<file path="config.mk">
export PLATFORM = sky130hd
export DESIGN_NAME = mbus_control
export DESIGN_NICKNAME = d
export VERILOG_FILES = /design/src/mbus_pkg.sv /design/src/mbus_control.sv
export SDC_FILE = /design/constraint.sdc
export NUM_CORES = 1
export LEC_CHECK = 0
export ABC_CLOCK_PERIOD_IN_PS = 4780
export BUFFER_PORTS_ARGS = -buffer_cell sky130_fd_sc_hd__buf_4
export CAP_MARGIN = 25
export CORE_MARGIN = 2
export CORE_UTILIZATION = 44
export CTS_BUF_LIST = sky130_fd_sc_hd__clkbuf_4 sky130_fd_sc_hd__clkbuf_8
export DETAILED_ROUTE_END_ITERATION = 6
export PLACE_DENSITY_LB_ADDON = 0.25
export SYNTH_ARGS = -nofsm -noshare
export SYNTH_HDL_FRONTEND = slang
export SYNTH_SLANG_ARGS = --single-unit
export TNS_END_PERCENT = 20
</file>
<file path="constraint.sdc">
create_clock -name MCLK -period 4.78 [get_ports MCLK]
set_input_delay 0.956 -clock MCLK [delete_from_list [all_inputs] [get_ports MCLK]]
set_output_delay 0.956 -clock MCLK [all_outputs]
set_load 0.005 [all_outputs]
</file>
<file path="src/mbus_pkg.sv">
package mbus_pkg;

	// ------------------------------------------------------------
	// Bus widths
	// ------------------------------------------------------------
	localparam int ADDR_W     = 23;
	localparam int DATA_W     = 16;
	localparam int ROM_ADDR_W = 24;
	localparam int BANK_W     = 5;
	localparam int NUM_BANKS  = 8;

	// Banked view of a word address
	localparam int SLOT_W     = $clog2(NUM_BANKS);
	localparam int SLOT_OFS_W = 18;

	localparam logic [DATA_W-1:0] OPEN_BUS_INIT = 16'h4E71;

	// ------------------------------------------------------------
	// Region bounds as word addresses
	// ------------------------------------------------------------
	// Byte address A00000
	localparam logic [ADDR_W-1:0] ROM_AREA_END  = 23'h500000;
	// Byte address A130F0
	localparam logic [ADDR_W-1:0] BANK_REG_BASE = 23'h509878;
	// Byte address E00000
	localparam logic [ADDR_W-1:0] RAM_AREA_BASE = 23'h700000;
	// 2 MiB counted in words like rom_size
	localparam logic [ROM_ADDR_W-1:0] BANK_ENABLE_SIZE = 24'h100000;

	typedef logic [DATA_W-1:0] word_t;

	typedef enum logic {
		SRC_CPU = 1'b0,
		SRC_DMA = 1'b1
	} mbus_src_e;

	typedef enum logic [2:0] {
		ST_IDLE       = 3'd0,
		ST_SELECT     = 3'd1,
		ST_ROM_WAIT   = 3'd2,
		ST_RAM_ACCESS = 3'd3
	} mbus_state_e;

	// One bus word address, read flat or as mapper slot plus offset
	typedef union packed {
		logic [ADDR_W-1:0] flat;
		struct packed {
			logic [ADDR_W-SLOT_W-SLOT_OFS_W-1:0] high;
			logic [SLOT_W-1:0]                   slot;
			logic [SLOT_OFS_W-1:0]               offset;
		} banked;
	} mbus_addr_u;

endpackage

</file>
<file path="src/mbus_control.sv">
module mbus_control (
	input  logic                            MCLK,
	input  logic                            reset,
	input  logic                            cyc_start,
	input  mbus_pkg::mbus_addr_u            cyc_addr,
	input  mbus_pkg::word_t                 cyc_wdata,
	input  logic                            cyc_rnw,
	input  logic                            cyc_uds_n,
	input  logic                            cyc_lds_n,
	input  mbus_pkg::mbus_src_e             cyc_src,
	input  logic [mbus_pkg::ROM_ADDR_W-1:0] rom_size,
	input  mbus_pkg::word_t                 open_bus,
	input  mbus_pkg::word_t                 ram_rdata,
	input  mbus_pkg::word_t                 rom_rdata,
	input  logic                            rom_ack,
	input  logic [mbus_pkg::ROM_ADDR_W-1:0] rom_addr_mapped,
	output logic                            ram_we_hi,
	output logic                            ram_we_lo,
	output logic                            bank_we,
	output logic                            rom_req,
	output logic                            cyc_done,
	output mbus_pkg::word_t                 cyc_rdata,
	output mbus_pkg::mbus_src_e             done_src,
	output logic                            fill_open_bus
);

	mbus_pkg::mbus_state_e state;

	logic in_rom_area;
	logic in_ram_area;
	logic in_bank_win;
	logic rom_in_size;
	logic bank_write;

	// ------------------------------------------------------------
	// Region decode
	// ------------------------------------------------------------
	always_comb begin
		in_rom_area = cyc_addr.flat < mbus_pkg::ROM_AREA_END;
		in_ram_area = cyc_addr.flat >= mbus_pkg::RAM_AREA_BASE;
		in_bank_win = cyc_addr.flat[mbus_pkg::ADDR_W-1:3] ==
			mbus_pkg::BANK_REG_BASE[mbus_pkg::ADDR_W-1:3];
		// Checked after mapping so a bank pointing past the image reads 0
		rom_in_size = rom_addr_mapped < rom_size;
		// Small cartridges have no mapper, slot 0 is hardwired
		bank_write  = in_bank_win & ~cyc_rnw &
			(rom_size > mbus_pkg::BANK_ENABLE_SIZE) &
			(cyc_addr.flat[mbus_pkg::SLOT_W-1:0] != '0);
	end

	assign bank_we   = (state == mbus_pkg::ST_SELECT) & ~in_rom_area & ~in_ram_area &
		bank_write;
	assign ram_we_hi = (state == mbus_pkg::ST_RAM_ACCESS) & ~cyc_rnw & ~cyc_uds_n;
	assign ram_we_lo = (state == mbus_pkg::ST_RAM_ACCESS) & ~cyc_rnw & ~cyc_lds_n;

	// ------------------------------------------------------------
	// FSM
	// ------------------------------------------------------------
	always_ff @(posedge MCLK) begin
		if (reset) begin
			state         <= mbus_pkg::ST_IDLE;
			rom_req       <= 1'b0;
			cyc_done      <= 1'b0;
			fill_open_bus <= 1'b0;
		end else begin
			cyc_done      <= 1'b0;
			fill_open_bus <= 1'b0;
			case (state)
				mbus_pkg::ST_IDLE: begin
					if (cyc_start) begin
						state <= mbus_pkg::ST_SELECT;
					end
				end
				mbus_pkg::ST_SELECT: begin
					if (in_rom_area & rom_in_size & cyc_rnw) begin
						// Toggle starts the external read
						rom_req <= ~rom_ack;
						state   <= mbus_pkg::ST_ROM_WAIT;
					end else if (in_rom_area) begin
						cyc_done <= 1'b1;
						state    <= mbus_pkg::ST_IDLE;
					end else if (in_ram_area) begin
						state <= mbus_pkg::ST_RAM_ACCESS;
					end else begin
						// Bank window or nothing
						cyc_done <= 1'b1;
						state    <= mbus_pkg::ST_IDLE;
					end
				end
				mbus_pkg::ST_ROM_WAIT: begin
					if (rom_req == rom_ack) begin
						cyc_done      <= 1'b1;
						fill_open_bus <= cyc_src == mbus_pkg::SRC_CPU;
						state         <= mbus_pkg::ST_IDLE;
					end
				end
				mbus_pkg::ST_RAM_ACCESS: begin
					cyc_done      <= 1'b1;
					fill_open_bus <= cyc_rnw & (cyc_src == mbus_pkg::SRC_CPU);
					state         <= mbus_pkg::ST_IDLE;
				end
				default: begin
					state <= mbus_pkg::ST_IDLE;
				end
			endcase
		end
	end

	// ------------------------------------------------------------
	// Result word
	// ------------------------------------------------------------
	// Write cycles hand back the word driven on the bus
	always_ff @(posedge MCLK) begin
		case (state)
			mbus_pkg::ST_SELECT: begin
				done_src <= cyc_src;
				if (~cyc_rnw) begin
					cyc_rdata <= cyc_wdata;
				end else if (in_rom_area) begin
					cyc_rdata <= '0;
				end else begin
					cyc_rdata <= open_bus;
				end
			end
			mbus_pkg::ST_ROM_WAIT: begin
				cyc_rdata <= rom_rdata;
			end
			mbus_pkg::ST_RAM_ACCESS: begin
				cyc_rdata <= cyc_rnw ? ram_rdata : cyc_wdata;
			end
			default: begin
				cyc_rdata <= cyc_rdata;
			end
		endcase
	end

	// ROM handshake only outstanding while waiting on it
	assert property (@(posedge MCLK) disable iff (reset)
		(rom_req != rom_ack) |-> (state == mbus_pkg::ST_ROM_WAIT));

endmodule

</file>
* Yosys cells after proc, flatten, opt, wreduce, memory -nomap -nowiden *
Cells that the tools add are included.

word-level totals
  register bits = 23
  bits of input ports = 143
  output and inout port bits = 23
  logic and storage cells = 58

operators by class
  $lt $le $gt $ge = 4
  equality and inequality tests = 7
  multiplexer cells = 17
  bitwise operators = 19
  reduce and logical (&&, ||, !) cells = 5

operators with widths
  operator                                                                            count
  16-bit two-way mux                                                                  3
  16-bit case mux with 3 select lines                                                 1
  24-bit by 21-bit greater-than comparator with 1-bit output (second input constant)  1
  24-bit less-than comparator                                                         1
  23-bit greater-or-equal comparator (second input constant)                          1
  23-bit less-than comparator (second input constant)                                 1
  20-bit equality test (second input constant)                                        1
  1-bit AND                                                                           12
  3-bit case mux with 3 select lines                                                  1
  1-bit inverter                                                                      7
  3-bit by 2-bit equality test with 1-bit output (second input constant)              2
  2-bit two-way mux                                                                   3
  3-bit two-way mux                                                                   2
  3-bit nonzero test                                                                  2
  1-bit two-way mux                                                                   5
  2-bit inequality test (second input constant)                                       2
  2-bit AND reduction                                                                 2
  3-bit by 1-bit equality test with 1-bit output (second input constant)              1
  3-bit zero test                                                                     1
  1-bit case mux with 3 select lines                                                  1
  1-bit case mux with 2 select lines                                                  1
  1-bit equality test                                                                 1

* Logic depth before layout (Yosys ltp) *
Gate-level depths: netlist (run 1).

  depth after elaboration = 5
  depth in mapped cells = 8
  depth with buffers taken out = 8

* Worst setup path before layout (run 1) *
No wires, ideal clock.

  path kind = input to output
  start point = input port cyc_rnw
  end point = output port bank_we
  arrival = 1.780 ns
  data required time = 3.824 ns
  path slack = 2.044 ns
  stages = 7
  path buffers = 2
  path through = buf_2 > buf_2 > nor2_1 > nand3_1 > nor2_1 > nand4_1 > a31oi_1

on the way
  cells in the longest elaborated chain, start to end = 5

ends and longest elaborated chain
  what                     RTL line            RTL
  from (decl)              mbus_control.sv:7   input logic cyc_rnw,
  1-bit inverter           n/a
  1-bit AND (2 in series)  mbus_control.sv:46  bank_write = in_bank_win & ~cyc_rnw &
  1-bit AND                mbus_control.sv:47  (rom_size > mbus_pkg::BANK_ENABLE_SIZE) &
  1-bit AND                mbus_control.sv:51  assign bank_we = (state == mbus_pkg::ST_SELECT) & ~in_rom_area & ~in_ram_area &
  to (decl)                mbus_control.sv:19  output logic bank_we,

No other way between the ends.

* Final worst setup path (run 1) *
  start point = input port rom_size[7] (netlist bit)
  end point = output port bank_we

on the way
  cells in the longest elaborated chain, start to end = 4

ends and longest elaborated chain
  what                                                        RTL line            RTL
  from (decl)                                                 mbus_control.sv:11  input logic [mbus_pkg::ROM_ADDR_W-1:0] rom_size,
  24-bit by 21-bit greater-than comparator with 1-bit output  mbus_control.sv:47
  1-bit AND                                                   mbus_control.sv:46
  1-bit AND                                                   mbus_control.sv:47
  1-bit AND                                                   mbus_control.sv:51

No other way between the ends.

==> metrics.md, run 1 <==
| Metric | Value |
|---|---|
| Status | `completed` |
| Pleak | `between 0.0015 and 0.002 uW` |
| Global-route usage over all layers | `a little under a quarter` |
| Final instance area | `3380 sq um` |
| Largest net degree at the start of global routing | `between 40 and 50` |
| Most frequent cells in the layout | `buf_4, a21oi_1, inv_1, nand2_1, ha_1` |
| Yosys cell types | `40` |
| Post-synthesis cell area | `2060 sq um` |
| Drt via density | `between 5 and 6` |
| Slew Viols, Final | `0` |
| Vias in the first global route | `around 2400` |
| Commonest non-fill, non-tap cell in the layout | `buf_4` |
| Iter 0 DRT Violations | `approximately 100` |
| F_max | `~340 MHz` |
| Power Density | `166 nW/um^2` |
| Worst Path Arrival | `2.01 ns` |
| Clock buffer depth | `2` |
| Clk sinks | `22` |
| Final Setup Violations | `0` |
| Avg Cell Area, Syn | `between 7 and 8 sq um` |
| Row count | `24` |
| Antenna viol nets, final | `0` |
| Post-DP Area | `3340 sq um` |
| Placer Congestion | `about 0.87` |
| Post-synth EDFFs | `17` |
| CTS tree | `yes` |
| Post-synth ARST share | `0%` |
| Core Area | `around 4400 sq um` |
| Final worst-path cycle share | `62.0%` |
| Worst-path clk slew | `~0.070 ns` |
| TNS Setup | `0 ns` |
| GR Overflow Total | `0` |
| Dpl hpwl | `roughly 5500 microns` |
| Mapped Cells | `260` |
| Register area share after synthesis | `between 20% and 30%` |
| Tightest Pin Transition | `about 0.7 ns` |
| YS warnings | `0` |
| R2R Setup Slk | `about 3.2 ns` |
| CP startpoint | `rom_size[7]` |
| Fillcell total | `around 340` |
| Startpoint types | `input pin` |
| Starting Density | `46.3%` |
| Hold Vio Cnt, Final | `0` |
| Final Util | `around 76%` |
| Die width | `between 70 and 80 microns` |
| Drt pass-1 iters | `4` |
| Max-Cap Viols | `0` |
| Routed wire length | `~6500 microns` |
| I/O pin count | `166` |
| Shortest period the worst path allows | `2.96 ns` |
| Antenna cells | `0` |
| Reg2Reg Launch Point | `state[1]$_SDFFE_PP0P_` |
| Post-synthesis net count | `~430` |
| Crit path to | `bank_we` |
| Postcts setup bufs | `0` |
| CTS root buffer | `clkbuf_8` |
| Placed insts | `467` |
| Final hold slack | `0.641 ns` |
| I/O Buffers | `roughly 170` |
| Endpoint class of the critical path | `output port` |
| Non-filler cells in the finished layout | `471` |
| Initial antenna violation count | `0` |
| R2R depth | `4` |
| DR WL/cell | `between 10 and 15 microns` |
| Terminus of the critical flop-to-flop path | `rom_req$_SDFFE_PP0P_` |
| VDD IR max | `0.116 mV` |
| Die footprint | `5240 sq um` |
| Final Net Count | `around 590` |
| Hold Crit Class | `reg -> reg` |
| Setup CP Type | `in -> out` |
| Clock Latency Late Sink | `around 0.26 ns` |
| Unrepaired setup endpoints after global routing | `no` |
| Height of the die | `between 70 and 80 microns` |
| #FFs+latches synth | `22` |
| DR vias | `~2500` |
| Clk_skew | `0.00235 ns` |
| Post-CTS sizing | `0` |
| Number of H-tree levels | `1` |
| CP required | `~3.8 ns` |
| Global-route wire length before repair | `between 10000 and 15000 microns` |
| Max_slew headroom | `a little over half` |
| Drt drc | `0` |
| Post-synth top flop | `edfxtp_1` |
| Share of cells above drive strength 1 | `42.2%` |
| Num CTS Buffers | `3` |
| Cts hold-fix bufs | `0` |
| P&R area growth vs syn | `64.3%` |
| CP max FO | `2` |
## routing by layer
metal  part of all wire, %  global-route usage [%]  wire length [microns]  vias up
li1                      -                       -                      -     1270
met1                    36                    24.8                   2350     1119
met2                    53                    45.9                   3470      114
met3                   8.4                    4.31                    550       14
met4                   2.6                    9.47                    170        0
met5                     0                       0                      0        -
## kinds of logic after synthesis
family | Yosys count | synth area share (%)
and+or+nand+nor | 88 | 22.7
buffers and inverters | 38 | 7.17
muxes | 2 | 1.03
adders and majority gates | 23 | 14.0
DFF | 22 | 29.6
AOI/OAI and AO/OA | 86 | 25.0
xor gates and xnor gates | 1 | 0.425
## cells in the mapped netlist, types with 2 or more instances
cell type	n	area [sq um]
nand2b_1	2	12.5
a211oi_1	3	22.5
nor2b_1	20	125
nor4_1	6	37.5
o22ai_1	2	12.5
clkbuf_1	5	18.8
inv_1	25	93.8
nor3_1	7	35.0
buf_1	4	15.0
edfxtp_1	17	510
dfxtp_1	5	100
buf_2	4	20.0
nand2_1	23	86.3
nand3_1	4	20.0
o211ai_1	16	120
nand4_1	5	31.3
ha_1	23	288
a21oi_1	36	180
o21ai_0	21	105
nor2_1	12	45.0
## worst max-delay path, stage by stage
cell,delay [ns]
buf_4,0.11
nor4_1,0.36
nand4_1,0.16
o22ai_1,0.17
a31oi_1,0.10
buf_4,0.14
## flip-flops by register name, summed over array words and instances (netlist names)
name / count
cyc_done: 1
done_src: 1
fill_open_bus: 1
rom_req: 1
state: 2
cyc_rdata: 16
## how the worst min path moves through the flow
stage | from | to | cells after the start
2_1_floorplan | state[0]$_SDFFE_PP0P_ | fill_open_bus$_SDFF_PP0_ | 2
3_3_place_gp | rom_req$_SDFFE_PP0P_ | rom_req$_SDFFE_PP0P_ | 2
3_5_place_dp | rom_req$_SDFFE_PP0P_ | rom_req$_SDFFE_PP0P_ | 2
4_1_cts | rom_req$_SDFFE_PP0P_ | rom_req$_SDFFE_PP0P_ | 2
5_1_grt | state[0]$_SDFFE_PP0P_ | done_src$_DFFE_PP_ | 1
6_report | rom_req$_SDFFE_PP0P_ | rom_req$_SDFFE_PP0P_ | 2
## metrics by stage
step	power [uW]	setup slack, ns
6_report	563	1.82
2_1_floorplan	316	2.04
5_1_grt	594	1.69
4_1_cts	565	1.79
3_3_place_gp	437	1.76
3_5_place_dp	445	1.79
## where the power goes
group	internal (uW)	switching, uW	leakage [uW]
clock	65.0	57.0	0.0000262
sequential	222	3.61	0.000203
combinational	126	89.0	0.00140
## area by class of cell
| cell class | instances | area [sq um] | share of cell area (%) |
|---|---|---|---|
| Timing Repair Buffer | 168 | 1260 | 37.4 |
| Multi-Input combinational cell | 200 | 1300 | 38.4 |
| Clock buffer | 4 | 48.8 | 1.44 |
| Inverter | 25 | 93.8 | 2.77 |
| Sequential cell | 22 | 611 | 18.0 |
| Tap cell | 52 | 65.1 | 1.92 |
No activity file was read; power rests on OpenSTA's default activity.
==> inputs of run 2 (changes only) <==
--- a/config.mk
+++ b/config.mk
@@ -5,11 +5,11 @@
 export SDC_FILE = /design/constraint.sdc
 export NUM_CORES = 1
 export LEC_CHECK = 0
-export ABC_CLOCK_PERIOD_IN_PS = 4780
+export ABC_CLOCK_PERIOD_IN_PS = 2900
 export BUFFER_PORTS_ARGS = -buffer_cell sky130_fd_sc_hd__buf_4
 export CAP_MARGIN = 25
 export CORE_MARGIN = 2
-export CORE_UTILIZATION = 44
+export CORE_UTILIZATION = 41
 export CTS_BUF_LIST = sky130_fd_sc_hd__clkbuf_4 sky130_fd_sc_hd__clkbuf_8
 export DETAILED_ROUTE_END_ITERATION = 6
 export PLACE_DENSITY_LB_ADDON = 0.25
==> constraint.sdc (replaced) <==
create_clock -name MCLK -period 2.9 [get_ports MCLK]
set_input_delay 0.58 -clock MCLK [delete_from_list [all_inputs] [get_ports MCLK]]
set_output_delay 0.58 -clock MCLK [all_outputs]
set_load 0.005 [all_outputs]
==> metrics.md, run 2 (same netlist as run 1, synthesis figures left out) <==
| Metric | Value |
|---|---|
| Status | `completed (unchanged)` |
| Setup CP Type | `reg -> out (was in -> out)` |
| Family with the most delay on the worst path | `simple AND/OR/NAND/NOR gates (unchanged)` |
| Max_slew headroom | `74.2% (was 53.5%)` |
| I/O pin count | `166 (unchanged)` |
| Core Area | `4790 sq um (was 4440 sq um)` |
| Startpoint types | `register (was input pin)` |
| GR Overflow Total | `0 (unchanged)` |
| I/O Buffers | `165 (unchanged)` |
| Clk sinks | `22 (unchanged)` |
| Final worst-path cycle share | `between 70% and 80%` |
| Drt drc | `0 (unchanged)` |
| Clock Latency Late Sink | `0.26 ns (about the same)` |
| Max incr delay on CP | `0.34 ns (was 0.36 ns)` |
| Die width | `74.9 microns (was 72.4 microns)` |
| Cts hold-fix bufs | `0 (unchanged)` |
| Crit path cell chain | `nor2b_1 -> nand3_1 -> nor4_1 -> nand4_1 -> a31oi_1 -> buf_4 (was buf_4 -> nor4_1 -> nand4_1 -> o22ai_1 -> a31oi_1 -> buf_4)` |
| Antenna viol nets, final | `0 (unchanged)` |
| DR vias | `2498 (was 2517)` |
| Final Setup Violations | `0 (unchanged)` |
| Row count | `25 (was 24)` |
| Slew Viols, Final | `0 (unchanged)` |
| Clk_skew | `0.000802 ns (was 0.00235 ns)` |
| Global-route wire length before repair | `9740 microns (was 10000 microns)` |
| Most flop-heavy register | `cyc_rdata (unchanged)` |
| CTS tree | `yes (unchanged)` |
| Num CTS Buffers | `3 (unchanged)` |
| Height of the die | `74.9 microns (was 72.4 microns)` |
| Drt pass-1 iters | `4 (unchanged)` |
| Shortest period the worst path allows | `roughly 2.2 ns` |
| Unrepaired setup endpoints after global routing | `no (unchanged)` |
| WP buf/inv | `1 (was 2)` |
| Initial antenna violation count | `0 (unchanged)` |
| Final Net Count | `586 (unchanged)` |
| Final Power | `1010 uW (was 563 uW)` |
| Iter 0 DRT Violations | `43 (was 101)` |
| Fillcell total | `402 (was 343)` |
| Tightest Pin Transition | `0.387 ns (was 0.695 ns)` |
| Pleak | `0.00164 uW (was 0.00163 uW)` |
| Die footprint | `5610 sq um (was 5240 sq um)` |
| Worst-path clk slew | `0.08 ns (was 0.07 ns)` |
| Hold Crit Class | `in -> reg (was reg -> reg)` |
| CTS root buffer | `clkbuf_8 (unchanged)` |
| Number of H-tree levels | `1 (unchanged)` |
| F_max | `about 450 MHz` |
| Antenna cells | `0 (unchanged)` |
| Share of cells above drive strength 1 | `42.2% (unchanged)` |
| Largest register FFs | `16 (unchanged)` |
| CP required | `2.32 ns (was 3.82 ns)` |
| Most frequent cells in the layout | `buf_4, a21oi_1, inv_1, nand2_1, ha_1 (unchanged)` |
| Post-DP Area | `3350 sq um (was 3340 sq um)` |
| Max-Cap Viols | `0 (unchanged)` |
| Post-CTS sizing | `0 (unchanged)` |
| Largest net degree at the start of global routing | `41 (unchanged)` |
| DR WL/cell | `13.4 microns (was 13.9 microns)` |
| P&R area growth vs syn | `66.2% (was 64.3%)` |
| Commonest non-fill, non-tap cell in the layout | `buf_4 (unchanged)` |
| Hold Vio Cnt, Final | `0 (unchanged)` |
| Dpl hpwl | `5410 microns (was 5460 microns)` |
| Postcts setup bufs | `0 (unchanged)` |
| VDD IR max | `0.182 mV (was 0.116 mV)` |
| CP max FO | `4 (was 2)` |
| Drt via density | `5.14 (was 5.34)` |
| Vias in the first global route | `2376 (was 2415)` |
| Starting Density | `43.0% (was 46.3%)` |
| Top Registers | `cyc_rdata (16), state (2) (unchanged)` |
| Routed wire length | `6510 microns (was 6540 microns)` |
| Worst Path Arrival | `1.65 ns (was 2.01 ns)` |
| Endpoint class of the critical path | `output port (unchanged)` |
| Worst path slowest cell | `dfxtp_1 (was nor4_1)` |
| TNS Setup | `0 ns (unchanged)` |
| Placer Congestion | `0.792 (was 0.871)` |
| Clock buffer depth | `2 (unchanged)` |
| Power Density | `295 nW/um^2 (was 166 nW/um^2)` |
| Global-route usage over all layers | `22.0% (was 23.6%)` |
| Final instance area | `3420 sq um (was 3380 sq um)` |
[run 2: cell types whose count changed in the layout (fill, tap and decap cells not counted)]
cell	delta
bufinv_16	+1
buf_6	-1
clkbuf_4	-1
buf_4	+1
[run 2: worst reg2reg max path, delay by kind of cell, from the launching register on]
kind / cells / cell delay (ns)
buffers and inverters: 1 / 0.36
flip-flops: 1 / 0.34
AND/OR/NAND/NOR: 1 / 0.44
[run 2: stage by stage]
| stage | util [%] | setup slack (ns) | hold WS [ns] | cells |
|---|---|---|---|---|
| 2_1_floorplan | - | 0.714 | 0.541 | 260 |
| 3_3_place_gp | 70.0 | 0.561 | 0.573 | 482 |
| 3_5_place_dp | 70.0 | 0.487 | 0.578 | 482 |
| 4_1_cts | 71.5 | 0.653 | 0.479 | 486 |
| 5_1_grt | 71.5 | 0.473 | 0.470 | 486 |
| 6_report | 71.5 | 0.667 | 0.488 | 486 |
[run 2: final cells by class]
class,instances,area (sq um),area share [%]
inverters,25,93.8,2.74
clock buffers,3,41.3,1.21
clock inverters,1,30.0,0.878
multi-input cells,200,1300,38.0
flip-flops and latches,22,611,17.8
well taps,67,83.8,2.45
repair buffers,168,1260,36.9
[run 2: final timing paths]
kind                               from                  endpoint  slack, ns  cells after the start
setup / recovery  state[0]$_SDFFE_PP0P_                   bank_we       0.67                      6
hold / removal                  cyc_src  fill_open_bus$_SDFF_PP0_       0.49                      2
hold reg to reg   state[1]$_SDFFE_PP0P_        done_src$_DFFE_PP_       0.60                      1
setup reg to reg  state[0]$_SDFFE_PP0P_   cyc_rdata[14]$_DFFE_PP_       1.42                      2
[run 2: per-layer routing]
layer | wire (microns) | vias up | share of wire [%] | track usage, %
li1 | - | 1268 | - | -
met1 | 2400 | 1130 | 37 | 22.5
met2 | 3580 | 98 | 55 | 45.7
met3 | 494 | 2 | 7.6 | 3.75
met4 | 32 | 0 | 0.49 | 3.97
met5 | 0 | - | 0 | 0
[run 2: where the power goes]
part	internal (uW)	leakage [uW]	switching, uW
clock	184	0.0000357	99.7
combinational	207	0.00140	145
sequential	366	0.000203	6.38
total	757	0.00164	251
==> inputs of run 3 (changes only) <==
--- a/config.mk
+++ b/config.mk
@@ -5,7 +5,7 @@
 export SDC_FILE = /design/constraint.sdc
 export NUM_CORES = 1
 export LEC_CHECK = 0
-export ABC_CLOCK_PERIOD_IN_PS = 2900
+export ABC_CLOCK_PERIOD_IN_PS = 2200
 export BUFFER_PORTS_ARGS = -buffer_cell sky130_fd_sc_hd__buf_4
 export CAP_MARGIN = 25
 export CORE_MARGIN = 2
==> constraint.sdc (replaced) <==
create_clock -name MCLK -period 2.2 [get_ports MCLK]
set_input_delay 0.44 -clock MCLK [delete_from_list [all_inputs] [get_ports MCLK]]
set_output_delay 0.44 -clock MCLK [all_outputs]
set_load 0.005 [all_outputs]
==> metrics.md, run 3 (same netlist as run 1, synthesis figures left out) <==
| Metric | Value |
|---|---|
| Share of cells above drive strength 1 | `43.0% (was 42.2%)` |
| Max-Cap Viols | `0 (unchanged)` |
| Drt drc | `0 (unchanged)` |
| Terminus of the critical flop-to-flop path | `cyc_rdata[9]$_DFFE_PP_ (was cyc_rdata[14]$_DFFE_PP_)` |
| Placer Congestion | `0.771 (was 0.792)` |
| Starting Density | `43.0% (unchanged)` |
| Endpoint class of the critical path | `output port (unchanged)` |
| Pleak | `0.00164 uW (about the same)` |
| Max incr delay on CP | `0.34 ns (about the same)` |
| Height of the die | `74.9 microns (unchanged)` |
| Initial antenna violation count | `0 (unchanged)` |
| Most frequent cells in the layout | `buf_4, a21oi_1, inv_1, nand2_1, ha_1 (unchanged)` |
| Hold Vio Cnt, Final | `0 (unchanged)` |
| Top Registers | `cyc_rdata (16), state (2) (unchanged)` |
| CP max FO | `4 (unchanged)` |
| DR vias | `2490 (was 2498)` |
| Final worst-path cycle share | `about nine tenths` |
| VDD IR max | `0.282 mV (was 0.182 mV)` |
| Slew Viols, Final | `0 (unchanged)` |
| Startpoint types | `register (unchanged)` |
| Num CTS Buffers | `3 (unchanged)` |
| Antenna cells | `0 (unchanged)` |
| I/O pin count | `166 (unchanged)` |
| Max_slew headroom | `74.5% (was 74.2%)` |
| Global-route wire length before repair | `9760 microns (was 9740 microns)` |
| Die width | `74.9 microns (unchanged)` |
| R2R Setup Slk | `0.73 ns (was 1.42 ns)` |
| Clk sinks | `22 (unchanged)` |
| Worst hold start | `cyc_src (unchanged)` |
| Shortest period the worst path allows | `between 2 and 2.5 ns` |
| Status | `completed (unchanged)` |
| CTS tree | `yes (unchanged)` |
| Postcts setup bufs | `0 (unchanged)` |
| Vias in the first global route | `2471 (was 2376)` |
| Antenna viol nets, final | `0 (unchanged)` |
| Unrepaired setup endpoints after global routing | `no (unchanged)` |
| Row count | `25 (unchanged)` |
| CTS root buffer | `clkbuf_8 (unchanged)` |
| Commonest non-fill, non-tap cell in the layout | `buf_4 (unchanged)` |
| Largest register FFs | `16 (unchanged)` |
| Number of H-tree levels | `1 (unchanged)` |
| Worst-path clk slew | `0.08 ns (about the same)` |
| Tightest Pin Transition | `0.383 ns (was 0.387 ns)` |
| Hold Crit Class | `in -> reg (unchanged)` |
| I/O Buffers | `165 (unchanged)` |
| Final Setup Violations | `0 (unchanged)` |
| Worst Path Arrival | `1.57 ns (was 1.65 ns)` |
| Reg2Reg Launch Point | `state[1]$_SDFFE_PP0P_ (was state[0]$_SDFFE_PP0P_)` |
| Most flop-heavy register | `cyc_rdata (unchanged)` |
| Global-route usage over all layers | `22.0% (about the same)` |
| R2R depth | `2 (unchanged)` |
| Hold endpoint | `fill_open_bus$_SDFF_PP0_ (unchanged)` |
| Routed wire length | `6340 microns (was 6510 microns)` |
| CP required | `1.76 ns (was 2.32 ns)` |
| TNS Setup | `0 ns (unchanged)` |
| Crit path cell chain | `nor2b_4 -> nand3_1 -> nor4_1 -> nand4_1 -> a31oi_1 -> buf_4 (was nor2b_1 -> nand3_1 -> nor4_1 -> nand4_1 -> a31oi_1 -> buf_4)` |
| Largest net degree at the start of global routing | `41 (unchanged)` |
| Core Area | `4790 sq um (unchanged)` |
| Hold Path Stages | `2 (unchanged)` |
| Drt via density | `5.10 (was 5.14)` |
| Setup CP Type | `reg -> out (unchanged)` |
| Dpl hpwl | `5420 microns (was 5410 microns)` |
| Die footprint | `5610 sq um (unchanged)` |
| Clock buffer depth | `2 (unchanged)` |
| Worst path slowest cell | `dfxtp_1 (unchanged)` |
| Clock Latency Late Sink | `0.25 ns (was 0.26 ns)` |
| F_max | `about 500 MHz` |
| GR Overflow Total | `0 (unchanged)` |
| WP buf/inv | `1 (unchanged)` |
| P&R area growth vs syn | `66.4% (was 66.2%)` |
| Cts hold-fix bufs | `0 (unchanged)` |
| Final WS setup | `0.195 ns (was 0.667 ns)` |
| DR WL/cell | `13.0 microns (was 13.4 microns)` |
| Family with the most delay on the worst path | `simple AND/OR/NAND/NOR gates (unchanged)` |
| Clk_skew | `0.000839 ns (was 0.000802 ns)` |
| Power Density | `356 nW/um^2 (was 295 nW/um^2)` |
| Drt pass-1 iters | `4 (unchanged)` |
| Pre-CTS setup slack | `-0.0751 ns (was 0.487 ns)` |
| Final Net Count | `588 (was 586)` |
| Iter 0 DRT Violations | `82 (was 43)` |
run 3: cell types whose count changed in the layout (fill, tap and decap cells not counted), sizes merged:
cell / change
buf: +2
bufinv: -1
clkbuf: +1
run 3: metal layers:
| metal | routed length, microns | GRT usage, % | up-vias | part of all wire [%] |
|---|---|---|---|---|
| met1 | 2240 | 20.8 | 1115 | 35 |
| met2 | 3490 | 44.9 | 93 | 55 |
| met4 | 87 | 7.54 | 0 | 1.4 |
| met3 | 528 | 5.35 | 10 | 8.3 |
| met5 | 0 | 0 | - | 0 |
| li1 | - | - | 1272 | - |
run 3: final cells by class:
class | instances | area [sq um]
flip-flops and latches | 22 | 611
clock buffers | 4 | 48.8
inverters | 25 | 93.8
repair buffers | 170 | 1280
well taps | 67 | 83.8
multi-input cells | 200 | 1310
fillers | 417 | 1360
run 3: stage by stage:
stage	hold slack, ns	instances	instance area, sq um	power (uW)	util (%)
6_report	0.351	488	3430	1220	71.6
5_1_grt	0.345	488	3430	1300	71.6
4_1_cts	0.340	488	3410	1230	71.3
3_5_place_dp	0.577	484	3370	969	70.3
3_3_place_gp	0.578	484	3370	956	70.3
2_1_floorplan	0.517	260	2060	687	-
run 3: what timing repair did:
item / 4_1_cts / 5_1_grt
setup endpoints to repair: 0 / 2
hold endpoints to repair: 0 / 0
gates resized for setup: 0 / 3
run 3: how the worst max path moves through the flow:
stage,cells past startpoint,endpoint,start
after CTS,6,bank_we,state[0]$_SDFFE_PP0P_
after detailed placement,9,rom_req$_SDFFE_PP0P_,rom_size[11]
after global routing,9,rom_req$_SDFFE_PP0P_,rom_size[11]
final,6,bank_we,state[0]$_SDFFE_PP0P_
after floorplan,8,rom_req$_SDFFE_PP0P_,rom_size[13]
after global placement,9,rom_req$_SDFFE_PP0P_,rom_size[11]
run 3: power by group:
group	switching (uW)	internal (uW)	leakage, uW
logic	191	277	0.00141
registers	7.92	483	0.000203
clock network	121	141	0.0000262
